<file path="src/sublane_pkg.sv">
package sublane_pkg;

   localparam int VLANE_NUM       = 8;
   localparam int MEM_DEPTH       = 512;    // words per lane slice
   localparam int MAX_VL_PER_LANE = 256;
   localparam int RD_PORTS        = 3;      // vs1, vs2, vs3

   localparam int ADDR_W = $clog2(MEM_DEPTH);
   localparam int VL_W   = $clog2(VLANE_NUM * MAX_VL_PER_LANE) + 1;  // holds full length
   localparam int DLY_W  = $clog2(MAX_VL_PER_LANE);

   typedef enum logic [1:0] {
      SEW_BYTE = 2'b00,
      SEW_HALF = 2'b01,
      SEW_WORD = 2'b10
   } sew_e;

   // 2'b11 carries no instruction
   typedef enum logic [1:0] {
      KIND_NORMAL = 2'b00,
      KIND_STORE  = 2'b01,
      KIND_LOAD   = 2'b10
   } inst_kind_e;

   typedef struct packed {
      inst_kind_e                      kind;
      logic [VL_W-1:0]                 vl;          // elements over all lanes
      sew_e                            rd_sew;
      sew_e                            wr_sew;
      logic [ADDR_W-1:0]               wr_base;
      logic [RD_PORTS-1:0][ADDR_W-1:0] rd_base;
      logic [DLY_W-1:0]                inst_delay;  // first read to first write
   } inst_cfg_t;

   typedef struct packed {
      logic                            en;
      logic [RD_PORTS-1:0][ADDR_W-1:0] addr;
      logic [VLANE_NUM-1:0]            valid;       // one bit per lane
   } vrf_rd_t;

   typedef struct packed {
      logic                            en;
      logic [ADDR_W-1:0]               addr;        // same word in every lane
      logic [VLANE_NUM-1:0][3:0]       bwen;
      logic                            src_load;    // 0 alu result, 1 load data
   } vrf_wr_t;

endpackage

</file>
<file path="src/sublane_ctrl.sv">
`timescale 1ns/10ps

module sublane_ctrl #(
   parameter int MAX_VL_PER_LANE = 256
) (
   input  logic                               clk_i,
   input  logic                               rstn_i,
   input  logic                               start_i,
   input  sublane_pkg::inst_kind_e            kind_i,
   input  logic [$clog2(MAX_VL_PER_LANE):0]   elems_i,
   input  logic [$clog2(MAX_VL_PER_LANE)-1:0] inst_delay_i,
   input  logic                               load_valid_i,
   input  logic                               load_last_i,
   output logic                               ready_o,
   output logic                               cnt_load_o,
   output logic                               rd_step_o,
   output logic                               wr_step_o,
   output logic                               store_valid_o,
   output logic                               load_phase_o,
   output logic                               src_load_o
);
   import sublane_pkg::*;

   localparam int CNT_W = $clog2(MAX_VL_PER_LANE) + 2;  // room for L + delay + 1

   typedef enum logic [1:0] {
      ST_IDLE,
      ST_NORMAL,
      ST_READ,
      ST_LOAD
   } state_e;

   state_e           state_q;
   state_e           state_d;
   logic [CNT_W-1:0] cnt_q;
   logic [CNT_W-1:0] cnt_nxt;
   logic [CNT_W-1:0] rd_lim;
   logic [CNT_W-1:0] wr_lim;
   logic             accept;
   logic             in_read;
   logic             in_write;

   assign accept     = start_i & ready_o;
   assign cnt_load_o = accept;

   //////////////////////////////////////////////////
   // element counter, zero on the first read cycle
   //////////////////////////////////////////////////
   assign cnt_nxt  = cnt_q + 1'b1;
   assign rd_lim   = CNT_W'(elems_i);
   assign wr_lim   = CNT_W'(elems_i) + CNT_W'(inst_delay_i);
   assign in_read  = cnt_q < rd_lim;
   assign in_write = (cnt_q >= CNT_W'(inst_delay_i)) && (cnt_q < wr_lim);

   always_ff @(posedge clk_i) begin
      if (!rstn_i) begin
         cnt_q <= '0;
      end else if (accept) begin
         cnt_q <= '0;
      end else if (state_q == ST_NORMAL || state_q == ST_READ) begin
         cnt_q <= cnt_nxt;
      end
   end

   //////////////////////////////////////////////////
   // state machine
   //////////////////////////////////////////////////
   always_comb begin
      state_d = state_q;
      case (state_q)
         ST_IDLE: begin
            if (accept) begin
               case (kind_i)
                  KIND_NORMAL: state_d = ST_NORMAL;
                  KIND_STORE:  state_d = ST_READ;
                  KIND_LOAD:   state_d = ST_LOAD;
                  default:     state_d = ST_IDLE;  // unknown kind, nothing to run
               endcase
            end
         end
         ST_NORMAL: if (cnt_nxt >= wr_lim) state_d = ST_IDLE;  // leave with the last write
         ST_READ:   if (cnt_nxt >= rd_lim) state_d = ST_IDLE;
         ST_LOAD:   if (load_last_i) state_d = ST_IDLE;
         default:   state_d = ST_IDLE;
      endcase
   end

   always_ff @(posedge clk_i) begin
      if (!rstn_i) begin
         state_q <= ST_IDLE;
      end else begin
         state_q <= state_d;
      end
   end

   // ready comes back one cycle after idle is reached, so the last
   // registered strobe is already out
   always_ff @(posedge clk_i) begin
      if (!rstn_i) begin
         ready_o <= 1'b1;
      end else if (accept) begin
         ready_o <= 1'b0;
      end else if (state_q == ST_IDLE) begin
         ready_o <= 1'b1;
      end
   end

   // phase strobes, registered once more in the top
   assign rd_step_o     = (state_q == ST_NORMAL || state_q == ST_READ) && in_read;
   assign store_valid_o = (state_q == ST_READ) && in_read;
   assign wr_step_o     = ((state_q == ST_NORMAL) && in_write) ||
                          ((state_q == ST_LOAD) && load_valid_i);  // one write per beat
   assign load_phase_o  = (state_q == ST_LOAD) && !load_last_i;
   assign src_load_o    = (state_q == ST_LOAD);

endmodule

</file>
<file path="src/vrf_addr_counter.sv">
`timescale 1ns/10ps

module vrf_addr_counter #(
   parameter int MEM_DEPTH       = 512,
   parameter int MAX_VL_PER_LANE = 256
) (
   input  logic                         clk_i,
   input  logic                         rstn_i,
   input  logic                         load_i,
   input  logic                         step_i,
   input  logic [$clog2(MEM_DEPTH)-1:0] base_i,
   input  sublane_pkg::sew_e            sew_i,
   output logic [$clog2(MEM_DEPTH)-1:0] addr_o
);
   import sublane_pkg::*;

   localparam int AW    = $clog2(MEM_DEPTH);
   localparam int IDX_W = $clog2(MAX_VL_PER_LANE) + 1;

   logic [AW-1:0]    base_q;
   logic [IDX_W-1:0] idx_q;      // element index inside the lane
   logic [IDX_W-1:0] word_idx;

   always_ff @(posedge clk_i) begin
      if (!rstn_i) begin
         idx_q <= '0;
      end else if (load_i) begin
         idx_q <= '0;
      end else if (step_i) begin
         idx_q <= idx_q + 1'b1;
      end
   end

   always_ff @(posedge clk_i) begin
      if (load_i) base_q <= base_i;
   end

   // four bytes or two halves share one word
   always_comb begin
      case (sew_i)
         SEW_BYTE: word_idx = idx_q >> 2;
         SEW_HALF: word_idx = idx_q >> 1;
         default:  word_idx = idx_q;
      endcase
   end

   assign addr_o = base_q + AW'(word_idx);

endmodule

</file>
<file path="src/bwen_gen.sv">
`timescale 1ns/10ps

module bwen_gen #(
   parameter int VLANE_NUM = 8
) (
   input  logic                      clk_i,
   input  logic                      rstn_i,
   input  logic                      restart_i,
   input  logic                      step_i,
   input  sublane_pkg::sew_e         sew_i,
   output logic [VLANE_NUM-1:0][3:0] bwen_o
);
   import sublane_pkg::*;

   logic [3:0] rot4_q;   // byte position in the word
   logic [1:0] rot2_q;   // half position in the word
   logic [3:0] pat;

   always_ff @(posedge clk_i) begin
      if (!rstn_i) begin
         rot4_q <= 4'b0001;
         rot2_q <= 2'b01;
      end else if (restart_i) begin
         rot4_q <= 4'b0001;
         rot2_q <= 2'b01;
      end else if (step_i) begin
         rot4_q <= {rot4_q[2:0], rot4_q[3]};
         rot2_q <= {rot2_q[0], rot2_q[1]};
      end
   end

   always_comb begin
      case (sew_i)
         SEW_BYTE: pat = rot4_q;
         SEW_HALF: pat = {{2{rot2_q[1]}}, {2{rot2_q[0]}}};  // 0011 even, 1100 odd
         SEW_WORD: pat = 4'b1111;
         default:  pat = 4'b0000;
      endcase
   end

   // all lanes sit at the same element position
   assign bwen_o = {VLANE_NUM{pat}};

endmodule

</file>
<file path="src/lane_valid_gen.sv">
`timescale 1ns/10ps

module lane_valid_gen #(
   parameter int VLANE_NUM       = 8,
   parameter int MAX_VL_PER_LANE = 256
) (
   input  logic                                       clk_i,
   input  logic                                       rstn_i,
   input  logic                                       load_i,
   input  logic                                       step_i,
   input  logic [$clog2(VLANE_NUM*MAX_VL_PER_LANE):0] vl_i,
   output logic [VLANE_NUM-1:0]                       valid_o
);
   localparam int VW = $clog2(VLANE_NUM * MAX_VL_PER_LANE) + 1;

   logic [VW-1:0] rem_q;  // elements not yet handed to a read group

   always_ff @(posedge clk_i) begin
      if (!rstn_i) begin
         rem_q <= '0;
      end else if (load_i) begin
         rem_q <= vl_i;
      end else if (step_i) begin
         if (rem_q > VW'(VLANE_NUM)) begin
            rem_q <= rem_q - VW'(VLANE_NUM);
         end else begin
            rem_q <= '0;  // partial last group used up
         end
      end
   end

   always_comb begin
      for (int j = 0; j < VLANE_NUM; j++) begin
         valid_o[j] = rem_q > VW'(j);
      end
   end

endmodule

</file>
<file path="src/sublane_driver.sv">
`timescale 1ns/10ps

module sublane_driver #(
   parameter int VLANE_NUM       = sublane_pkg::VLANE_NUM,
   parameter int MEM_DEPTH       = sublane_pkg::MEM_DEPTH,
   parameter int MAX_VL_PER_LANE = sublane_pkg::MAX_VL_PER_LANE
) (
   input  logic                      clk_i,
   input  logic                      rstn_i,
   input  logic                      start_i,
   input  sublane_pkg::inst_cfg_t    cfg_i,
   input  logic                      load_valid_i,
   input  logic                      load_last_i,
   input  logic [VLANE_NUM-1:0][3:0] load_bwen_i,
   output logic                      ready_o,
   output sublane_pkg::vrf_rd_t      rd_o,
   output sublane_pkg::vrf_wr_t      wr_o,
   output logic                      store_data_valid_o,
   output logic                      ready_for_load_o
);
   import sublane_pkg::*;

   localparam int LANE_SH = $clog2(VLANE_NUM);
   localparam int LEN_W   = $clog2(MAX_VL_PER_LANE) + 1;

   inst_cfg_t                       cfg_q;
   logic [VL_W-1:0]                 vl_round;
   logic [LEN_W-1:0]                elems;      // L, elements per lane
   logic                            cnt_load;
   logic                            rd_step;
   logic                            wr_step;
   logic                            store_valid;
   logic                            load_phase;
   logic                            src_load;
   sew_e                            rd_sew;
   sew_e                            wr_sew;
   logic [RD_PORTS-1:0][ADDR_W-1:0] raddr;
   logic [ADDR_W-1:0]               waddr;
   logic [VLANE_NUM-1:0][3:0]       gen_bwen;
   logic [VLANE_NUM-1:0]            lane_valid;
   vrf_rd_t                         rd_d;
   vrf_wr_t                         wr_d;

   always_ff @(posedge clk_i) begin
      if (cnt_load) cfg_q <= cfg_i;
   end

   assign vl_round = cfg_q.vl + VL_W'(VLANE_NUM - 1);
   assign elems    = vl_round[LANE_SH +: LEN_W];  // ceil(vl / lanes)

   assign rd_sew = store_valid ? SEW_WORD : cfg_q.rd_sew;  // stores read whole words
   assign wr_sew = src_load ? SEW_WORD : cfg_q.wr_sew;

   sublane_ctrl #(.MAX_VL_PER_LANE(MAX_VL_PER_LANE)) i_ctrl (
      .clk_i(clk_i), .rstn_i(rstn_i), .start_i(start_i),
      .kind_i(cfg_i.kind), .elems_i(elems), .inst_delay_i(cfg_q.inst_delay),
      .load_valid_i(load_valid_i), .load_last_i(load_last_i),
      .ready_o(ready_o), .cnt_load_o(cnt_load), .rd_step_o(rd_step), .wr_step_o(wr_step),
      .store_valid_o(store_valid), .load_phase_o(load_phase), .src_load_o(src_load)
   );

   // counters load straight from cfg_i in the accept cycle
   vrf_addr_counter #(.MEM_DEPTH(MEM_DEPTH), .MAX_VL_PER_LANE(MAX_VL_PER_LANE)) i_waddr_cnt (
      .clk_i(clk_i), .rstn_i(rstn_i), .load_i(cnt_load), .step_i(wr_step),
      .base_i(cfg_i.wr_base), .sew_i(wr_sew), .addr_o(waddr)
   );

   for (genvar p = 0; p < RD_PORTS; p++) begin : g_rd
      vrf_addr_counter #(.MEM_DEPTH(MEM_DEPTH), .MAX_VL_PER_LANE(MAX_VL_PER_LANE)) i_raddr_cnt (
         .clk_i(clk_i), .rstn_i(rstn_i), .load_i(cnt_load), .step_i(rd_step),
         .base_i(cfg_i.rd_base[p]), .sew_i(rd_sew), .addr_o(raddr[p])
      );
   end

   bwen_gen #(.VLANE_NUM(VLANE_NUM)) i_bwen_gen (
      .clk_i(clk_i), .rstn_i(rstn_i), .restart_i(cnt_load), .step_i(wr_step),
      .sew_i(cfg_q.wr_sew), .bwen_o(gen_bwen)
   );

   lane_valid_gen #(.VLANE_NUM(VLANE_NUM), .MAX_VL_PER_LANE(MAX_VL_PER_LANE)) i_lane_valid (
      .clk_i(clk_i), .rstn_i(rstn_i), .load_i(cnt_load), .step_i(rd_step),
      .vl_i(cfg_i.vl), .valid_o(lane_valid)
   );

   //////////////////////////////////////////////////
   // output registers, one cycle behind the strobes
   //////////////////////////////////////////////////
   always_comb begin
      rd_d.en       = rd_step;
      rd_d.addr     = raddr;
      rd_d.valid    = rd_step ? lane_valid : '0;
      wr_d.en       = wr_step;
      wr_d.addr     = waddr;
      wr_d.bwen     = src_load ? load_bwen_i : gen_bwen;  // load beat brings its own
      wr_d.src_load = src_load;
   end

   always_ff @(posedge clk_i) begin
      if (!rstn_i) begin
         rd_o               <= '0;
         wr_o               <= '0;
         store_data_valid_o <= 1'b0;
         ready_for_load_o   <= 1'b0;
      end else begin
         rd_o               <= rd_d;
         wr_o               <= wr_d;
         store_data_valid_o <= store_valid;
         ready_for_load_o   <= load_phase;
      end
   end

endmodule

</file>
<file path="config.mk">
export PLATFORM = sky130hd
export DESIGN_NAME = sublane_driver
export DESIGN_NICKNAME = d
export VERILOG_FILES = /design/src/sublane_pkg.sv /design/src/sublane_ctrl.sv /design/src/vrf_addr_counter.sv /design/src/bwen_gen.sv /design/src/lane_valid_gen.sv /design/src/sublane_driver.sv
export SDC_FILE = /design/constraint.sdc
export NUM_CORES = 1
export LEC_CHECK = 0
export ABC_AREA = 1
export BUFFER_PORTS_ARGS = -buffer_cell sky130_fd_sc_hd__buf_2
export CAP_MARGIN = 20
export CELL_PAD_IN_SITES_DETAIL_PLACEMENT = 0
export CELL_PAD_IN_SITES_GLOBAL_PLACEMENT = 2
export CORE_ASPECT_RATIO = 1.1
export CORE_MARGIN = 1.5
export CORE_UTILIZATION = 33
export DETAILED_ROUTE_END_ITERATION = 7
export PLACE_DENSITY = 0.87
export SYNTH_ARGS = -nofsm -noshare
export SYNTH_HDL_FRONTEND = slang
export SYNTH_SLANG_ARGS = --single-unit
</file>
<file path="constraint.sdc">
create_clock -name clk_i -period 5.6 [get_ports clk_i]
set_clock_uncertainty 0.15 [all_clocks]
set_input_delay 0 -clock clk_i [delete_from_list [all_inputs] [get_ports clk_i]]
set_output_delay 0 -clock clk_i [all_outputs]
set_load 0.02 [all_outputs]
</file>
==> impl_summary.txt, run 1 <==
----------------------------------------------------
[Logic synthesis]
  Post-synth net total ... 1545
  Synth top area cells ... dfxtp_1 27%, edfxtp_1 17%, ha_1 11%
  Cell taking the most area after synthesis ... dfxtp_1
  Mapped Area ... between 10000 and 15000 µm²
  Sequential area share after synthesis ... 43.8%
  Register bit total from synthesis ... 208
  Synth Instances ... approximately 1300
  Mapped Avg Cell Area ... 8.06 µm²
  Library cells used by synthesis ... 45
  Top cell type's share of synthesized area ... ~27%
  Warning count from the yosys run ... 0

[Clock tree]
  Deepest level of the CTS H-tree ... 1
  TritonCTS clock tree ... built
  Number of buffers created by CTS ... 26
  Cell at the root of the clock tree ... clkbuf_16
  Clk pin slew, worst setup/hold paths ... 60 ps
  Sink count of the clock tree ... 208
  Setup Buffers After CTS ... 0
  Clock latency at the later pin of the worst-skew pair ... 540 ps
  Buffer depth of the longest clock path ... 3

[Placed design]
  GP Congestion ... 0.808
  HPWL after detailed placement ... 20600 µm
  Port Buffers ... 180
  Worst slack at placement ... ~1100 ps

[Timing]
  Final setup fails ... 0
  Setup TNS after final layout ... 0 ps
  Worst path setup slack after routing ... 1120 ps
  Slew at the pin closest to its max-slew limit ... 1000 ps
  Pins Over Slew Limit ... 0
  Fin crit period ... between 4000 and 5000 ps
  Worst Hold Slack ... 24.3 ps
  Number of hold-slack violations in the final timing report ... 0
  Crit share post-route ... 80.1%
  RSZ-0062 raised after global routing ... no
  Max-slew headroom at the worst pin ... 33.1%
  Highest Clock Rate ... 0.223 GHz

[Worst setup path]
  Crit Path Max Fanout ... 23
  R2R setup slack ... 1120 ps
  Critical Path End Type ... flip-flop
  Category of the worst setup path launch point ... flip-flop
  Worst flop-to-flop path startpoint ... cfg_q[49]
  CP endpoint ... i_waddr_cnt.idx_q[0]
  Type of the worst setup path ... flip-flop to flip-flop
  Required time of the critical path ... 5910 ps
  Cell count of the worst reg-to-reg path ... 24
  Arrival time worst endpoint ... 4800 ps
  Timing startpoint of the critical path ... cfg_q[49]
  Critical register-to-register path endpoint ... i_waddr_cnt.idx_q[0]

[GRT]
  Initial antenna violation count ... 0
  Number of global-route vias before repair ... ~9600
  Largest net degree at the start of global routing ... 74
  Global-route wire length before repair ... 48300 µm
  GRT Residual Overflow ... 0
  GRT Resource Usage Total ... 17.5%

[Worst hold path]
  Hold_sp ... cfg_i[44]
  Worst hold-check path type ... input pin to flip-flop

[Layout]
  Most common cell after layout, fill and taps aside ... nand2_1
  ANT cells ... 0
  Final nets ... 1845
  Area delta synth->final ... 31.1%
  Top library cells by usage in the layout, fill and taps aside ... 286 x nand2_1, 180 x buf_2, 162 x inv_1, 148 x dfxtp_1, 124 x nor2_1
  Ratio of cells with drive above 1 in the final layout ... 15.3%

[Route]
  First drt pass iteration count ... 5
  Final Routed Wirelength ... slightly below 30000 µm
  Final routed DRC violation total ... 0
  Drt wl/cell ... 14.2 µm
  Remaining number of nets flagged by the antenna check after routing ... 0
  Number of vias in the routed layout ... 9746
  Vias per cell ... 4.65
  Detailed Route Iter0 Violations ... 419

[Outcome]
  Result of the run ... finished, final reports clean

[Die]
  Number of top-level pins ... 181
  Area of the die ... ~34000 µm²
  Width of the chip ... 176 µm
  Die height ... 193 µm
  Core Region ... 32400 µm²
  Total number of placement rows ... 69
  Initial core utilization ... between 30% and 40%

[Run]
  Maximum capacitance violations ... 0

[Power]
  Reported leakage power ... 6.76 nW
  Cell area power density ... 405 nW/µm²
  Peak supply drop ... 288 µV

----------------------------------------------------
-- how the worst min path moves through the flow --
stage	endpoint	slack (ps)	cells after the start
after global placement	g_rd[1].i_raddr_cnt.base_q[6]	30	1
after global routing	g_rd[2].i_raddr_cnt.base_q[4]	8	2
final	cfg_q[44]	20	2
after detailed placement	g_rd[1].i_raddr_cnt.base_q[7]	30	1
after CTS	i_waddr_cnt.base_q[8]	0.03	2
after floorplan	ready_for_load_o	-80	1
-- cell families (layout without fill, tap and decap cells) --
family	Yosys count	in the layout	synth area share, %
buffers and inverters	203	523	7.34
AO/OA/AOI/OAI	260	260	12.8
AND/OR/NAND/NOR	546	546	21.7
XOR/XNOR	35	35	2.82
adder cells (fa/ha/maj)	97	97	11.5
flip-flops	208	208	43.8
-- state kept, by name, summed over array words and instances, names as in the netlist, 10 cells and up --
register,flops
wr_o,43
rd_o,36
g_rd.i_raddr_cnt.base_q,27
g_rd.i_raddr_cnt.idx_q,27
cfg_q,24
i_lane_valid.rem_q,12
i_ctrl.cnt_q,10
-- synth_stat cells, drive strengths merged --
cell     instances
clkbuf          16
o2111ai          1
nand3           49
o311ai           1
clkinv           4
or2              2
a21o             4
ha              92
a21boi           1
nand4           35
o221ai           1
o21a             1
nor3b            3
nand2          296
a211oi           2
a31oi            1
a21oi          122
nand3b           2
nor2           126
o22ai            9
dfxtp          148
o21bai           8
nor3            25
nor4             8
o21ai          104
xor2            23
fa               5
edfxtp          60
o211ai           5
buf             17
inv            166
xnor2           12
-- layout make-up --
type | count | area, µm²
Clock buffer | 34 | 732
Clock inverter | 14 | 148
Fill cell | 3248 | 18100
Inverter | 170 | 641
Multi-Input combinational cell | 938 | 5310
Sequential cell | 208 | 4760
Tap cell | 426 | 533
Timing Repair Buffer | 305 | 2130
-- report_power, final --
part           internal [mW]  leakage, nW  switching, mW
sequential              1.81         1.79          0.174
clock                   1.05        0.432          0.658
combinational          0.737         4.53           1.34
total                   3.60         6.76           2.17
-- per-layer routing --
layer	GRT usage [%]	vias to the layer above	wire length (µm)
met5	0	-	0
met4	4.08	0	474
met3	3.52	37	1810
met2	29.4	218	13700
met1	22.9	4377	13700
li1	-	5114	-
-- through the flow --
step | utilization (%) | cell area [µm²] | std cells | power [mW]
after floorplan | - | 10900 | 1349 | 3.45
after global placement | 37.7 | 12200 | 1931 | 4.03
after detailed placement | 37.7 | 12200 | 1931 | 4.03
after CTS | 44.0 | 14300 | 2095 | 5.84
after global routing | 44.0 | 14300 | 2095 | 6.20
final | 44.0 | 14300 | 2095 | 5.77
-- worst max-delay path, stage by stage (launching register included) --
cell and delay (ps):
edfxtp_1 350, nor2_1 130, nand2_2 120, xnor2_1 140
inv_1 90, ha_1 170, inv_1 60, fa_1 420
o21ai_0 350, a21oi_1 120, o21ai_0 290, a21oi_1 110
nand2_1 70, nand2_1 60, xor2_1 190, ha_1 270
nand4_1 120, o221ai_1 120, nor2_1 110, nand3_1 150
nand2_1 90, buf_4 230, clkinv_1 110, or2_2 280
a21oi_1 120
-- what timing repair did --
action,in CTS,in global routing
gates resized for setup,0,0
hold buffers,116,0
hold endpoints to repair,159,0
(Power assumes the default switching activity.)
==> inputs of run 2 (changes only) <==
==> constraint.sdc (replaced) <==
create_clock -name clk_i -period 4.6 [get_ports clk_i]
set_clock_uncertainty 0.15 [all_clocks]
set_input_delay 0 -clock clk_i [delete_from_list [all_inputs] [get_ports clk_i]]
set_output_delay 0 -clock clk_i [all_outputs]
set_load 0.02 [all_outputs]
==> run 2 against run 1 <==
  * Total power up 20%
  * Clock power up 14%
  * Via count down 0.47%
  * Critical path type unchanged
  * Setup slack worse by 680 ps
  * Sequential share of layout area up 0.15 points
  * Critical endpoint is now rd_o[25]
  * Register-to-register slack worse by 680 ps
  * Routed wire length down 1.3%
==> impl_summary.txt, run 2 (synthesis results as in run 1) <==
----------------------------------------------------
[Clock tree]
  Sink count of the clock tree ... 208
  Clock latency at the later pin of the worst-skew pair ... 530 ps
  Number of buffers created by CTS ... 25
  Cell at the root of the clock tree ... clkbuf_16
  Clk pin slew, worst setup/hold paths ... 60 ps
  Buffer depth of the longest clock path ... 3
  TritonCTS clock tree ... built
  Deepest level of the CTS H-tree ... 1

[Timing]
  Highest Clock Rate ... 0.240 GHz
  Pins Over Slew Limit ... 0
  Setup TNS after final layout ... 0 ps
  Slew at the pin closest to its max-slew limit ... 930 ps
  RSZ-0062 raised after global routing ... no
  Final setup fails ... 0
  Crit share post-route ... 90.5%
  Number of hold-slack violations in the final timing report ... 0
  Max-slew headroom at the worst pin ... 37.9%
  Fin crit period ... 4160 ps

[Layout]
  Final cell area excluding filler cells ... 14200 µm²
  ANT cells ... 0
  Top flop regs ... wr_o x43, rd_o x36
  Fillers ... 3227
  Top register by number of flip-flops ... wr_o
  Final nets ... between 1500 and 2000
  Top library cells by usage in the layout, fill and taps aside ... 284 x nand2_1, 180 x buf_2, 162 x inv_1, 148 x dfxtp_1, 123 x nor2_1
  Ratio of cells with drive above 1 in the final layout ... between 15 and 20%
  Most common cell after layout, fill and taps aside ... nand2_1
  Area delta synth->final ... 30.5%
  Largest register FFs ... 43

[Route]
  Vias per cell ... approximately 4.6
  Drt wl/cell ... 14.0 µm
  Number of vias in the routed layout ... between 9000 and 10000
  Remaining number of nets flagged by the antenna check after routing ... 0
  Final routed DRC violation total ... 0
  Final Routed Wirelength ... 29300 µm
  First drt pass iteration count ... 5
  Detailed Route Iter0 Violations ... a little over 400

[GRT]
  Met3 usage in global routing ... 3.95%
  Global-route wire length before repair ... 48300 µm
  Initial antenna violation count ... 0
  Top Usage Layer GRT ... met2
  Met2 Track Usage GR ... 29.7%
  GRT Residual Overflow ... 0
  GRT Resource Usage Total ... 17.4%
  Number of global-route vias before repair ... 9610
  Met1 Resource Use GR ... approximately 22%
  Largest net degree at the start of global routing ... 47

[Worst setup path]
  Slowest library cell on the worst path ... fa_2
  Arrival time worst endpoint ... 4430 ps
  Worst path most repeated cell ... nand2_1
  Critical Path End Type ... flip-flop
  Slowest cell delay on critical path ... between 300 and 400 ps
  Crit Path Max Fanout ... 15
  Type of the worst setup path ... flip-flop to flip-flop
  Category of the worst setup path launch point ... flip-flop
  Worst flop-to-flop path startpoint ... cfg_q[50]
  Required time of the critical path ... 4870 ps
  R2R setup slack ... ~440 ps
  Cell count of the worst reg-to-reg path ... 32
  Critical register-to-register path endpoint ... rd_o[25]

[Placed design]
  Port Buffers ... between 150 and 200
  Placed standard-cell area ... 12300 µm²
  GP Congestion ... 0.815
  HPWL after detailed placement ... 20800 µm

[Power]
  Reported leakage power ... 6.71 nW
  Cell area power density ... 488 nW/µm²
  Peak supply drop ... 278 µV

[Die]
  Area of the die ... roughly 34000 µm²
  Core Region ... 32400 µm²
  Die height ... between 150 and 200 µm
  Number of top-level pins ... approximately 180
  Initial core utilization ... 33.6%
  Total number of placement rows ... just under 70
  Width of the chip ... 176 µm

[Worst hold path]
  Hold_sp ... cfg_i[11]
  Cell depth of the worst min-delay path ... 2
  Endpoint of the worst hold path ... g_rd[0].i_raddr_cnt.base_q[3]
  Worst hold-check path type ... input pin to flip-flop

[Run]
  Maximum capacitance violations ... 0

[Outcome]
  Result of the run ... finished, final reports clean

----------------------------------------------------
[run 2: worst max path at each step]
stage                          from  cells past startpoint  slack [ps]                    to
after floorplan           cfg_q[49]                     23         700  i_waddr_cnt.idx_q[0]
after global placement    cfg_q[49]                     31         230              rd_o[25]
after detailed placement  cfg_q[50]                     32         160              rd_o[25]
after CTS                 cfg_q[50]                     32         150              rd_o[25]
after global routing      cfg_q[50]                     32          20              rd_o[16]
final                     cfg_q[50]                     32         440              rd_o[25]
[run 2: metrics by stage]
| step | hold WS, ps | power (mW) | worst slack [ps] | util, % | instances |
|---|---|---|---|---|---|
| after global placement | 27.2 | 4.92 | 232 | 37.9 | 1936 |
| after CTS | 0.00949 | 6.99 | 153 | 43.5 | 2083 |
| after global routing | 5.96 | 7.49 | 16.2 | 43.8 | 2087 |
| final | 25.7 | 6.93 | 437 | 43.8 | 2087 |
| after detailed placement | 28.1 | 4.92 | 162 | 37.9 | 1936 |
| after floorplan | -77.6 | 4.20 | 705 | - | 1349 |
[run 2: routing by layer]
metal / wire length [µm] / vias to the layer above
met2: 13600 / 209
met1: 13500 / 4371
met3: 1810 / 31
met4: 389 / 0
met5: 0 / -
li1: - / 5089
[run 2: final cells by class]
class                   instances  area (µm²)  share of cell area (%)
flip-flops and latches        208        4760                    33.6
clock inverters                 8        73.8                   0.520
repair buffers                299        2070                    14.6
inverters                     170         646                    4.55
clock buffers                  38         736                    5.18
multi-input cells             938        5370                    37.9
well taps                     426         533                    3.76
[run 2: what timing repair did]
action,4_1_cts,5_1_grt
endpoints found under the setup margin,0,25
setup buffers,0,4
endpoints found under the hold margin,160,0
hold buffers,101,0
resized for setup,0,21
[run 2: critical path, delay by kind of cell (launching register included)]
| family | cells | cell delay [ps] |
|---|---|---|
| AO/OA/AOI/OAI | 7 | 750 |
| XOR/XNOR | 1 | 130 |
| adder cells (fa/ha/maj) | 3 | 860 |
| buffers and inverters | 6 | 570 |
| flip-flops | 1 | 370 |
| AND/OR/NAND/NOR | 15 | 1230 |
[run 2: where the power goes]
group	switching [mW]	internal, mW	total (mW)	leakage, nW
logic	1.64	0.930	2.57	4.52
clock network	0.790	1.16	1.95	0.402
registers	0.211	2.20	2.41	1.79
